## config.mk

```make
export PLATFORM = sky130hd
export DESIGN_NAME = thorDecode
export DESIGN_NICKNAME = d
export VERILOG_FILES = /design/src/logic/thorDecodePkg.sv /design/src/logic/decodeStatsIf.sv /design/src/logic/decodeLoad.sv /design/src/logic/decodeMemSize.sv /design/src/logic/decodeRegs.sv /design/src/logic/decodeStage.sv /design/src/logic/thorDecode.sv
export VERILOG_INCLUDE_DIRS = /design/src /design/src/logic
export SDC_FILE = /design/constraint.sdc
export NUM_CORES = 1
export LEC_CHECK = 0
export BUFFER_PORTS_ARGS = -buffer_cell sky130_fd_sc_hd__buf_4
export CORE_AREA = 2 2 105 107
export CTS_CLUSTER_DIAMETER = 30
export DETAILED_ROUTE_END_ITERATION = 16
export DIE_AREA = 0 0 107 109
export PLACE_DENSITY = 0.8
export SYNTH_ARGS = -nofsm -noshare
export SYNTH_HDL_FRONTEND = slang
export SYNTH_SLANG_ARGS = --single-unit
```

## constraint.sdc

```tcl
create_clock -name clk -period 3 [get_ports clk]
set_input_delay 0.6 -clock clk [delete_from_list [all_inputs] [get_ports clk]]
set_output_delay 0.6 -clock clk [all_outputs]
set_load 0.005 [all_outputs]
```

## src/logic/thorDecode_cfg.svh

```systemverilog
`ifndef THORDECODE_CFG_SVH
`define THORDECODE_CFG_SVH

// ==============================
// Decode slice sizing
// ==============================

// Width of one fetched instruction word
`define THOR_IWIDTH 40

// Width of a register number field
// Rd and Rs1 both use this width in the lsn view
`define THOR_RWIDTH 6

// Width of each event counter
// The Wishbone data bus is the same width so a counter reads in one access
`define THOR_CWIDTH 32

// Opcode field width, fixed by the instruction set
`define THOR_OWIDTH 7

// Function field width at the top of a load word
`define THOR_FWIDTH 5

`endif

```

## src/logic/thorDecodePkg.sv

```systemverilog
`include "thorDecode_cfg.svh"

package thorDecodePkg;

	// ==============================
	// Load opcodes
	// ==============================

	// Signed and unsigned loads come in pairs, octa has no unsigned form
	localparam logic [`THOR_OWIDTH-1:0] OP_LDB  = 7'd64;
	localparam logic [`THOR_OWIDTH-1:0] OP_LDBU = 7'd65;
	localparam logic [`THOR_OWIDTH-1:0] OP_LDW  = 7'd66;
	localparam logic [`THOR_OWIDTH-1:0] OP_LDWU = 7'd67;
	localparam logic [`THOR_OWIDTH-1:0] OP_LDT  = 7'd68;
	localparam logic [`THOR_OWIDTH-1:0] OP_LDTU = 7'd69;
	localparam logic [`THOR_OWIDTH-1:0] OP_LDO  = 7'd70;
	// Indexed load, size and sign come from the func field
	localparam logic [`THOR_OWIDTH-1:0] OP_LDX  = 7'd71;

	// Load address only, computes the address and reads no memory
	localparam logic [`THOR_FWIDTH-1:0] FN_LDAX = 5'd31;

	// ==============================
	// Memory access size codes
	// ==============================

	localparam logic [1:0] SZ_BYTE  = 2'd0;
	localparam logic [1:0] SZ_WYDE  = 2'd1;
	localparam logic [1:0] SZ_TETRA = 2'd2;
	localparam logic [1:0] SZ_OCTA  = 2'd3;

	// One instruction word seen two ways
	// The any view only splits off the opcode, the lsn view names the load fields
	typedef union packed
	{
		struct packed
		{
			logic [`THOR_IWIDTH-`THOR_OWIDTH-1:0] payload;
			logic [`THOR_OWIDTH-1:0] opcode;
		} any;
		struct packed
		{
			logic [`THOR_FWIDTH-1:0] func;
			// Displacement takes whatever is left between func and Rs1
			logic [`THOR_IWIDTH-`THOR_FWIDTH-2*`THOR_RWIDTH-`THOR_OWIDTH-1:0] disp;
			logic [`THOR_RWIDTH-1:0] rs1;
			logic [`THOR_RWIDTH-1:0] rd;
			logic [`THOR_OWIDTH-1:0] opcode;
		} lsn;
	} instruction_t;

endpackage

```

## src/logic/decodeStatsIf.sv

```systemverilog
`timescale 1ns/1ps

// Control and event lines between the decode stage and the register block
interface decodeStatsIf;

	// Decoding is allowed while this is high
	logic enable;
	// High in each cycle an item is taken into the stage
	logic accepted;
	// High together with accepted when that item is a load
	logic acceptedLoad;
	// Single cycle request to zero both counters
	logic clearCounts;

	// The register block owns control and counts the events
	modport regs (output enable, output clearCounts, input accepted, input acceptedLoad);

	// The stage obeys enable and reports what it takes in
	modport stage (input enable, output accepted, output acceptedLoad);

endinterface

```

## src/logic/decodeLoad.sv

```systemverilog
`timescale 1ns/1ps

module decodeLoad (
	input thorDecodePkg::instruction_t instr,
	output logic load
);
	import thorDecodePkg::*;

	// ==============================
	// Load detection
	// ==============================

	// Every load opcode counts as a load unless func marks it as LDAX
	// LDAX only forms an address, so no memory read follows
	always_comb
	begin
		case (instr.any.opcode)
			OP_LDB, OP_LDBU, OP_LDW, OP_LDWU, OP_LDT, OP_LDTU, OP_LDO, OP_LDX:
			begin
				if (instr.lsn.func == FN_LDAX)
					load = 1'b0;
				else
					load = 1'b1;
			end
			// Anything outside the load group is not a load
			default:
				load = 1'b0;
		endcase
	end

endmodule

```

## src/logic/decodeMemSize.sv

```systemverilog
`timescale 1ns/1ps

module decodeMemSize (
	input thorDecodePkg::instruction_t instr,
	output logic [1:0] size,
	output logic isSigned
);
	import thorDecodePkg::*;

	// ==============================
	// Size and sign from the opcode
	// ==============================

	// Signed forms sign extend the loaded value, the U forms zero extend
	// LDX carries its size in func bits 1..0 and its sign in func bit 2
	always_comb
	begin
		case (instr.any.opcode)
			OP_LDB:  begin size = SZ_BYTE;  isSigned = 1'b1; end
			OP_LDBU: begin size = SZ_BYTE;  isSigned = 1'b0; end
			OP_LDW:  begin size = SZ_WYDE;  isSigned = 1'b1; end
			OP_LDWU: begin size = SZ_WYDE;  isSigned = 1'b0; end
			OP_LDT:  begin size = SZ_TETRA; isSigned = 1'b1; end
			OP_LDTU: begin size = SZ_TETRA; isSigned = 1'b0; end
			// Octa fills the whole register, treated as signed
			OP_LDO:  begin size = SZ_OCTA;  isSigned = 1'b1; end
			OP_LDX:
			begin
				size = instr.lsn.func[1:0];
				isSigned = instr.lsn.func[2];
			end
			// Non-load opcodes report a byte, unsigned
			default:
			begin
				size = SZ_BYTE;
				isSigned = 1'b0;
			end
		endcase
	end

endmodule

```

## src/logic/decodeRegs.sv

```systemverilog
`timescale 1ns/1ps
`include "thorDecode_cfg.svh"

module decodeRegs (
	input logic clk,
	input logic reset,
	input logic cyc,
	input logic stb,
	input logic we,
	input logic [1:0] adr,
	input logic [`THOR_CWIDTH-1:0] datI,
	output logic [`THOR_CWIDTH-1:0] datO,
	output logic ack,
	decodeStatsIf.regs stats
);

	// Word addresses of the register map
	localparam logic [1:0] ADR_CTRL = 2'd0;
	localparam logic [1:0] ADR_INSTCNT = 2'd1;
	localparam logic [1:0] ADR_LOADCNT = 2'd2;

	// First cycle of a bus access, the edge that ends it is the access edge
	logic access;
	// Write to CTRL in this access
	logic ctrlWrite;
	logic enableBit;
	logic [`THOR_CWIDTH-1:0] instCnt;
	logic [`THOR_CWIDTH-1:0] loadCnt;
	logic [`THOR_CWIDTH-1:0] readData;

	// ==============================
	// Wishbone classic handshake
	// ==============================

	// Ack follows cyc and stb by one cycle and drops the cycle after
	assign access = cyc & stb & ~ack;
	assign ctrlWrite = access & we & (adr == ADR_CTRL);

	always_ff @(posedge clk)
	begin
		if (reset)
			ack <= 1'b0;
		else
			ack <= access;
	end

	// Register map read mux
	// CTRL bit 1 is a strobe and always reads back as zero
	always_comb
	begin
		readData = '0;
		case (adr)
			ADR_CTRL:
				readData[0] = enableBit;
			ADR_INSTCNT:
				readData = instCnt;
			ADR_LOADCNT:
				readData = loadCnt;
			// Address 3 is unused and reads zero
			default:
				readData = '0;
		endcase
	end

	// Read data is captured at the access edge and shown while ack is high
	always_ff @(posedge clk)
	begin
		if (access)
			datO <= readData;
	end

	// ==============================
	// Control and counters
	// ==============================

	// Only CTRL is writable, writes elsewhere fall through unused
	always_ff @(posedge clk)
	begin
		if (reset)
			enableBit <= 1'b0;
		else if (ctrlWrite)
			enableBit <= datI[0];
	end

	assign stats.enable = enableBit;
	assign stats.clearCounts = ctrlWrite & datI[1];

	// Clear wins over a coinciding event so the counter lands on zero
	always_ff @(posedge clk)
	begin
		if (reset || stats.clearCounts)
		begin
			instCnt <= '0;
			loadCnt <= '0;
		end
		else
		begin
			if (stats.accepted)
				instCnt <= instCnt + 1'b1;
			if (stats.acceptedLoad)
				loadCnt <= loadCnt + 1'b1;
		end
	end

endmodule

```

## src/logic/decodeStage.sv

```systemverilog
`timescale 1ns/1ps
`include "thorDecode_cfg.svh"

module decodeStage (
	input logic clk,
	input logic reset,
	input logic inValid,
	output logic inReady,
	input thorDecodePkg::instruction_t inInstr,
	output logic outValid,
	input logic outReady,
	output logic outLoad,
	output logic [1:0] outSize,
	output logic outSigned,
	output logic [`THOR_RWIDTH-1:0] outRd,
	output logic [`THOR_RWIDTH-1:0] outRs1,
	decodeStatsIf.stage stats
);

	// Transfer into the stage in this cycle
	logic accept;
	// Decoder results for the word on the input
	logic isLoad;
	logic [1:0] memSize;
	logic memSigned;

	// ==============================
	// Decoders on the input word
	// ==============================

	decodeLoad load0 (
		.instr(inInstr),
		.load(isLoad)
	);

	decodeMemSize size0 (
		.instr(inInstr),
		.size(memSize),
		.isSigned(memSigned)
	);

	// The single slot is free when empty or when its item leaves this cycle
	// Ready passes straight through so the stage streams one item per cycle
	assign inReady = stats.enable & (~outValid | outReady);
	assign accept = inValid & inReady;

	// Events line up with the edge that loads the output register
	assign stats.accepted = accept;
	assign stats.acceptedLoad = accept & isLoad;

	// ==============================
	// Stage register
	// ==============================

	// Valid is control state and is cleared by reset
	always_ff @(posedge clk)
	begin
		if (reset)
			outValid <= 1'b0;
		else if (accept)
			outValid <= 1'b1;
		else if (outReady)
			outValid <= 1'b0;
	end

	// Decoded fields only change on acceptance, so a stalled item holds steady
	always_ff @(posedge clk)
	begin
		if (accept)
		begin
			outLoad <= isLoad;
			outSize <= memSize;
			outSigned <= memSigned;
			outRd <= inInstr.lsn.rd;
			outRs1 <= inInstr.lsn.rs1;
		end
	end

endmodule

```

## src/logic/thorDecode.sv

```systemverilog
`timescale 1ns/1ps
`include "thorDecode_cfg.svh"

module thorDecode (
	input logic clk,
	input logic reset,
	// Instruction stream in
	input logic inValid,
	output logic inReady,
	input thorDecodePkg::instruction_t inInstr,
	// Decoded stream out
	output logic outValid,
	input logic outReady,
	output logic outLoad,
	output logic [1:0] outSize,
	output logic outSigned,
	output logic [`THOR_RWIDTH-1:0] outRd,
	output logic [`THOR_RWIDTH-1:0] outRs1,
	// Wishbone classic slave
	input logic cyc,
	input logic stb,
	input logic we,
	input logic [1:0] adr,
	input logic [`THOR_CWIDTH-1:0] datI,
	output logic [`THOR_CWIDTH-1:0] datO,
	output logic ack
);

	// ==============================
	// Stage and register block
	// ==============================

	// Enable, event pulses and the clear strobe run through here
	decodeStatsIf stats0 ();

	decodeStage stage0 (
		.clk(clk),
		.reset(reset),
		.inValid(inValid),
		.inReady(inReady),
		.inInstr(inInstr),
		.outValid(outValid),
		.outReady(outReady),
		.outLoad(outLoad),
		.outSize(outSize),
		.outSigned(outSigned),
		.outRd(outRd),
		.outRs1(outRs1),
		.stats(stats0.stage)
	);

	// Host side view of enable and the counts
	decodeRegs regs0 (
		.clk(clk),
		.reset(reset),
		.cyc(cyc),
		.stb(stb),
		.we(we),
		.adr(adr),
		.datI(datI),
		.datO(datO),
		.ack(ack),
		.stats(stats0.regs)
	);

endmodule

```

-- Word-level counts from Yosys, hierarchy flattened
Cells that the tools add are included.
- flip-flop bits (word level): 115
- bits in latches: 0
- bits in writable memories: 0
- memory bits (read-only): 0
- input port bits: 81
- logic and storage cells: 50
- memories: 0
- add/sub/neg operators: 2
- multiply operators: 0
- div/mod/pow operators: 0
- order comparisons: 0
- equality and inequality tests: 11
- shift operators: 0
- mux-type cells: 8
- bitwise logic cells: 11
- reduce and logical (&&, ||, !) cells: 7
- operators with widths (operator ; number):
    $add 32x1->32 const B ; 2
    $pmux 31 s2 ; 1
    $eq 7x7->1 const B ; 8
    $and 1x1->1 ; 8
    $pmux 2 s4 ; 1
    $reduce_or 8->1 ; 1
    $eq 5x5->1 const B ; 1
    $mux 1 ; 4
    $reduce_or 2->1 ; 2
    $reduce_or 4->1 ; 1
    $pmux 1 s3 ; 1
    $eq 2x1->1 const B ; 1
    $eq 2x2->1 const B ; 1
    $logic_not 2->1 ; 1
    $not 1->1 ; 2
    $pmux 1 s2 ; 1
    $reduce_bool 2->1 ; 1
    $logic_or 1x1->1 ; 1
    $or 1x1->1 ; 1

-- Logic depth before layout (Yosys ltp)
- depth in word-level cells: 6
- depth in mapped cells: 7

-- Modules after synthesis
A second synthesis with hierarchy kept.
- cell total of the unflattened synthesis: 509
- area, all modules: 5246.3 um2
- modules (own cells, without submodules) (module ; instances ; cells an instance ; area each (um2)):
    decodeRegs ; 1 ; 476 ; 4613.2
    decodeStage ; 1 ; 23 ; 546.8
    decodeMemSize ; 1 ; 7 ; 63.8
    decodeLoad ; 1 ; 3 ; 22.5

-- Worst setup path after synthesis
No wires, ideal clock.
- path kind: input-to-reg
- start: in stb
- end: reg regs0.instCnt[13]
- setup time: 128 ps
- arrival: 2512 ps
- slack: 361 ps
- cell stages on the path: 6
- path buffers: 2
- cells stage by stage: and3b_1 -> and3_1 -> a21o_1 -> clkbuf_8 -> clkbuf_1 -> nor2_1
- longest elaborated chain between the ends: 6
- RTL lines (what ; line ; RTL):
    from (decl) ; thorDecode.sv:21 ; input logic stb,
    $and 1x1->1 (2 in a row) ; decodeRegs.sv:36 ; assign access = cyc & stb & ~ack;
    $and 1x1->1 (2 in a row) ; decodeRegs.sv:37 ; assign ctrlWrite = access & we & (adr == ADR_CTRL);
    $and 1x1->1 ; decodeRegs.sv:86 ; assign stats.clearCounts = ctrlWrite & datI[1];
    $logic_or 1x1->1 ; decodeRegs.sv:91 ; if (reset || stats.clearCounts)
    to (signal assigned) ; decodeRegs.sv:99 ; instCnt <= instCnt + 1'b1;
    to (decl) ; decodeRegs.sv:27 ; logic [`THOR_CWIDTH-1:0] instCnt;
No other way between the ends.
A chain may end at the register's enable or synchronous reset.

-- Worst setup path in the final report
- start: reg regs0.loadCnt[0]
- end: reg regs0.loadCnt[28]
- longest elaborated chain between the ends: 1
- RTL lines (what ; line ; RTL):
    from (decl) ; decodeRegs.sv:28 ; logic [`THOR_CWIDTH-1:0] loadCnt;
    from (signal assigned) ; decodeRegs.sv:101 ; loadCnt <= loadCnt + 1'b1;
    $add 32x1->32 ; decodeRegs.sv:101 ;
No other way between the ends.

==> impl_results.md <==
- Fmax: between 0.4 and 0.5 GHz
- Slew margin rel.: 0.444
- Critical Path AT: roughly 2.9 ns
- CTS Root Buffer Type: clkbuf_8
- Clock slew at reported path FFs: around 0.060 ns
- Worst R2R Path Depth: 6
- Sink Count: roughly 120
- Crit Path Max Fanout: 5
- Final Skew: between 0.008 and 0.009 ns
- Initial antenna violation count: 0
- Die Wd: 107 um
- Routed WL: between 10000 and 15000 um
- Drt via density: approximately 5.7
- CP max stage delay: approximately 0.56 ns
- Synth Register Bits: approximately 120
- Final max-slew violation count: 0
- Placed cell areas: about 0.006 mm^2
- CTS H-tree depth: 4
- Reg-to-reg critical path startpoint: regs0.loadCnt[0]
- Synth top cells by count: dfxtp_1, nor2_1, edfxtp_1
- CP cell instances: ha_1 > nand2_1 > or4_4 > or4_1 > or3_1 > a21oi_1
- Minimum clock period: about 2.4 ns
- ANT cells: 0
- Main synth FF type: dfxtp_1
- Hold_sp: inInstr[9]
- Critical Path Sink Type: flip-flop
- Setup TNS: 0 ns
- Area Overhead vs Synth: 26.3%
- Final ANT Viol Nets: 0
- Global-route wire length before repair: between 15000 and 20000 um
- Power per cell area: 549 mW/mm^2
- Share of cells above drive strength 1: 0.217
- Final number of hold-violating endpoints: 0
- Largest net degree at the start of global routing: 34
- Global-route usage over all layers: 0.219
- Slew @ Worst Pin: between 0.8 and 0.9 ns
- Clock buffer depth: 2
- Period utilization: 0.802
- Number of port buffers: 85
- CTS tree: built
- R2R Path End: regs0.loadCnt[28]
- Via count: 4373
- CP max-delay cell: or4_1
- Total gr overflow: 0
- Die Y: around 110 um
- Min Hold Slack: roughly 0.24 ns
- Top post-synthesis cells by area: edfxtp_1, dfxtp_1, xor2_1
- Synthesized area per cell: about 10 um^2
- EDFF count, synth: 48
- Total power: around 3.6 mW
- Mapped Area: 0.00516 mm^2
- Die Area: about 0.012 mm^2
- Finished Cell Area: ~0.0065 mm^2
- # hold bufs at CTS: 0
- Cell Rows: 38
- Worst Path Buf+Inv: 0
- Sequential share of the synthesized area: 0.539
- Crit Path Category: flip-flop to flip-flop
- Reg2Reg Setup Slack: about 0.59 ns
- I/O pins: around 130
- Worst VDD drop: ~0.47 mV
- Worst skew pair latency: around 0.53 ns
- Postcts setup bufs: 0
- Status: complete, no violations
- Vias in the first global route: between 4000 and 5000
- Fill count: slightly below 900
- Starting Density: 0.487
- Post-Syn Instances: 510
- Count leader, synth: dfxtp_1
- Max-Cap Viols: 0
- Ys async rst share: 0
- # DRC: 0
- Syn_nets: just under 600
- Dpl hpwl: approximately 8500 um
- CP required: roughly 3.5 ns
- GPL Wtd Cong: approximately 0.85
- First-pass DRT Iterations: 5
- Synth top area share: 0.279
- RSZ-0062 raised after global routing: no
- 1st-iter DRT viols: 313
- Footprint of the multi-input gates: ~0.0022 mm^2
- Hold Crit Depth: 1
- Hold Path Class: primary input to flip-flop
- Worst Hold End: stage0.outRd[2]
- Final nets: 695
- Synthesis Warnings: 0
- Worst path top cell family by delay: simple AND/OR/NAND/NOR gates
- Crit path launch type: flip-flop
- Cell variety after synth: 45
- Post_cts resized: 0
- Wire per inst: about 16 um
- Leak: about 2.3 nW
- Num CTS Buffers: 17
- Core area: 0.0106 mm^2
- Storage cell area: 0.00278 mm^2
- Yosys top cell by area: edfxtp_1
- Final setup viols: 0
- Core Util, Final: 0.615
## registers in the layout (all words and copies together) (netlist names)
name and count:
stage0.outSigned 1, regs0.loadCnt 32, regs0.ack 1, regs0.datO 32, regs0.stats.enable 1, stage0.outLoad 1, stage0.outSize 2, stage0.outValid 1
regs0.instCnt 32, stage0.outRd 6, stage0.outRs1 6
## worst register-to-register path, cell delays in order (launching register included)
cell and delay [ns]:
dfxtp_1 0.41, ha_1 0.25, nand2_1 0.12, or4_4 0.54, or4_1 0.56, or3_1 0.32, a21oi_1 0.15
## worst max path at each step
stage,endpoint,slack (ns),cells past startpoint,from
finish,regs0.loadCnt[28],0.59,6,regs0.loadCnt[0]
global route,regs0.loadCnt[28],0.45,6,regs0.loadCnt[0]
CTS,regs0.loadCnt[28],0.60,6,regs0.loadCnt[0]
detailed placement,regs0.loadCnt[22],0.30,6,inInstr[3]
global placement,regs0.loadCnt[22],0.31,6,inInstr[3]
floorplan,regs0.instCnt[13],0.36,6,stb
## power breakdown
part / switching, mW / internal [mW] / total [mW]
Clock: 0.654 / 1.11 / 1.77
Sequential: 0.00586 / 1.65 / 1.65
Combinational: 0.0785 / 0.0775 / 0.156
Total: 0.738 / 2.84 / 3.58
## cell families after synthesis
| family | synth area share |
|---|---|
| and+or+nand+nor | 0.250 |
| xor gates and xnor gates | 0.0628 |
| AOI/OAI and AO/OA | 0.104 |
| adders and majority gates | 0.0145 |
| DFF | 0.539 |
| buffers and inverters | 0.0272 |
| muxes | 0.00194 |
## cell type report
cell class                      instances  area share
Clock buffer                           26      0.0766
Multi-Input combinational cell        365       0.343
Sequential cell                       115       0.427
Inverter                                6     0.00346
Clock inverter                          6     0.00403
Tap cell                              140      0.0269
Timing Repair Buffer                  103       0.119
## routing by layer
layer	vias to the layer above	part of all wire	global-route usage
met3	39	0.054	0.0604
li1	2078	-	-
met2	150	0.53	0.405
met5	-	0	0
met1	2106	0.39	0.227
met4	0	0.032	0.114
## per-stage QoR
| step | setup slack [ns] | cells |
|---|---|---|
| after floorplan | 0.361 | 510 |
| after global placement | 0.312 | 729 |
| after detailed placement | 0.299 | 729 |
| after CTS | 0.596 | 761 |
| after global routing | 0.451 | 761 |
| final | 0.593 | 761 |
## cell usage in the layout, fill, tap and decap left out, types with 4 or more instances in the layout
| cell | n |
|---|---|
| nand3_1 | 21 |
| and4_1 | 5 |
| clkbuf_16 | 17 |
| buf_4 | 103 |
| nor3_1 | 5 |
| ha_1 | 6 |
| or4_1 | 9 |
| clkbuf_1 | 5 |
| or3_1 | 13 |
| o21a_1 | 4 |
| clkbuf_8 | 4 |
| a21oi_1 | 20 |
| dfxtp_1 | 67 |
| nor2b_1 | 33 |
| o211ai_1 | 8 |
| xnor2_1 | 6 |
| edfxtp_1 | 48 |
| a22oi_1 | 31 |
| nand2_1 | 37 |
| and3_1 | 10 |
| and2_1 | 7 |
| nand4_1 | 31 |
| inv_1 | 6 |
| nor2_1 | 51 |
| xor2_1 | 31 |
| o21ai_0 | 17 |
No activity file was read; power rests on OpenSTA's default activity.
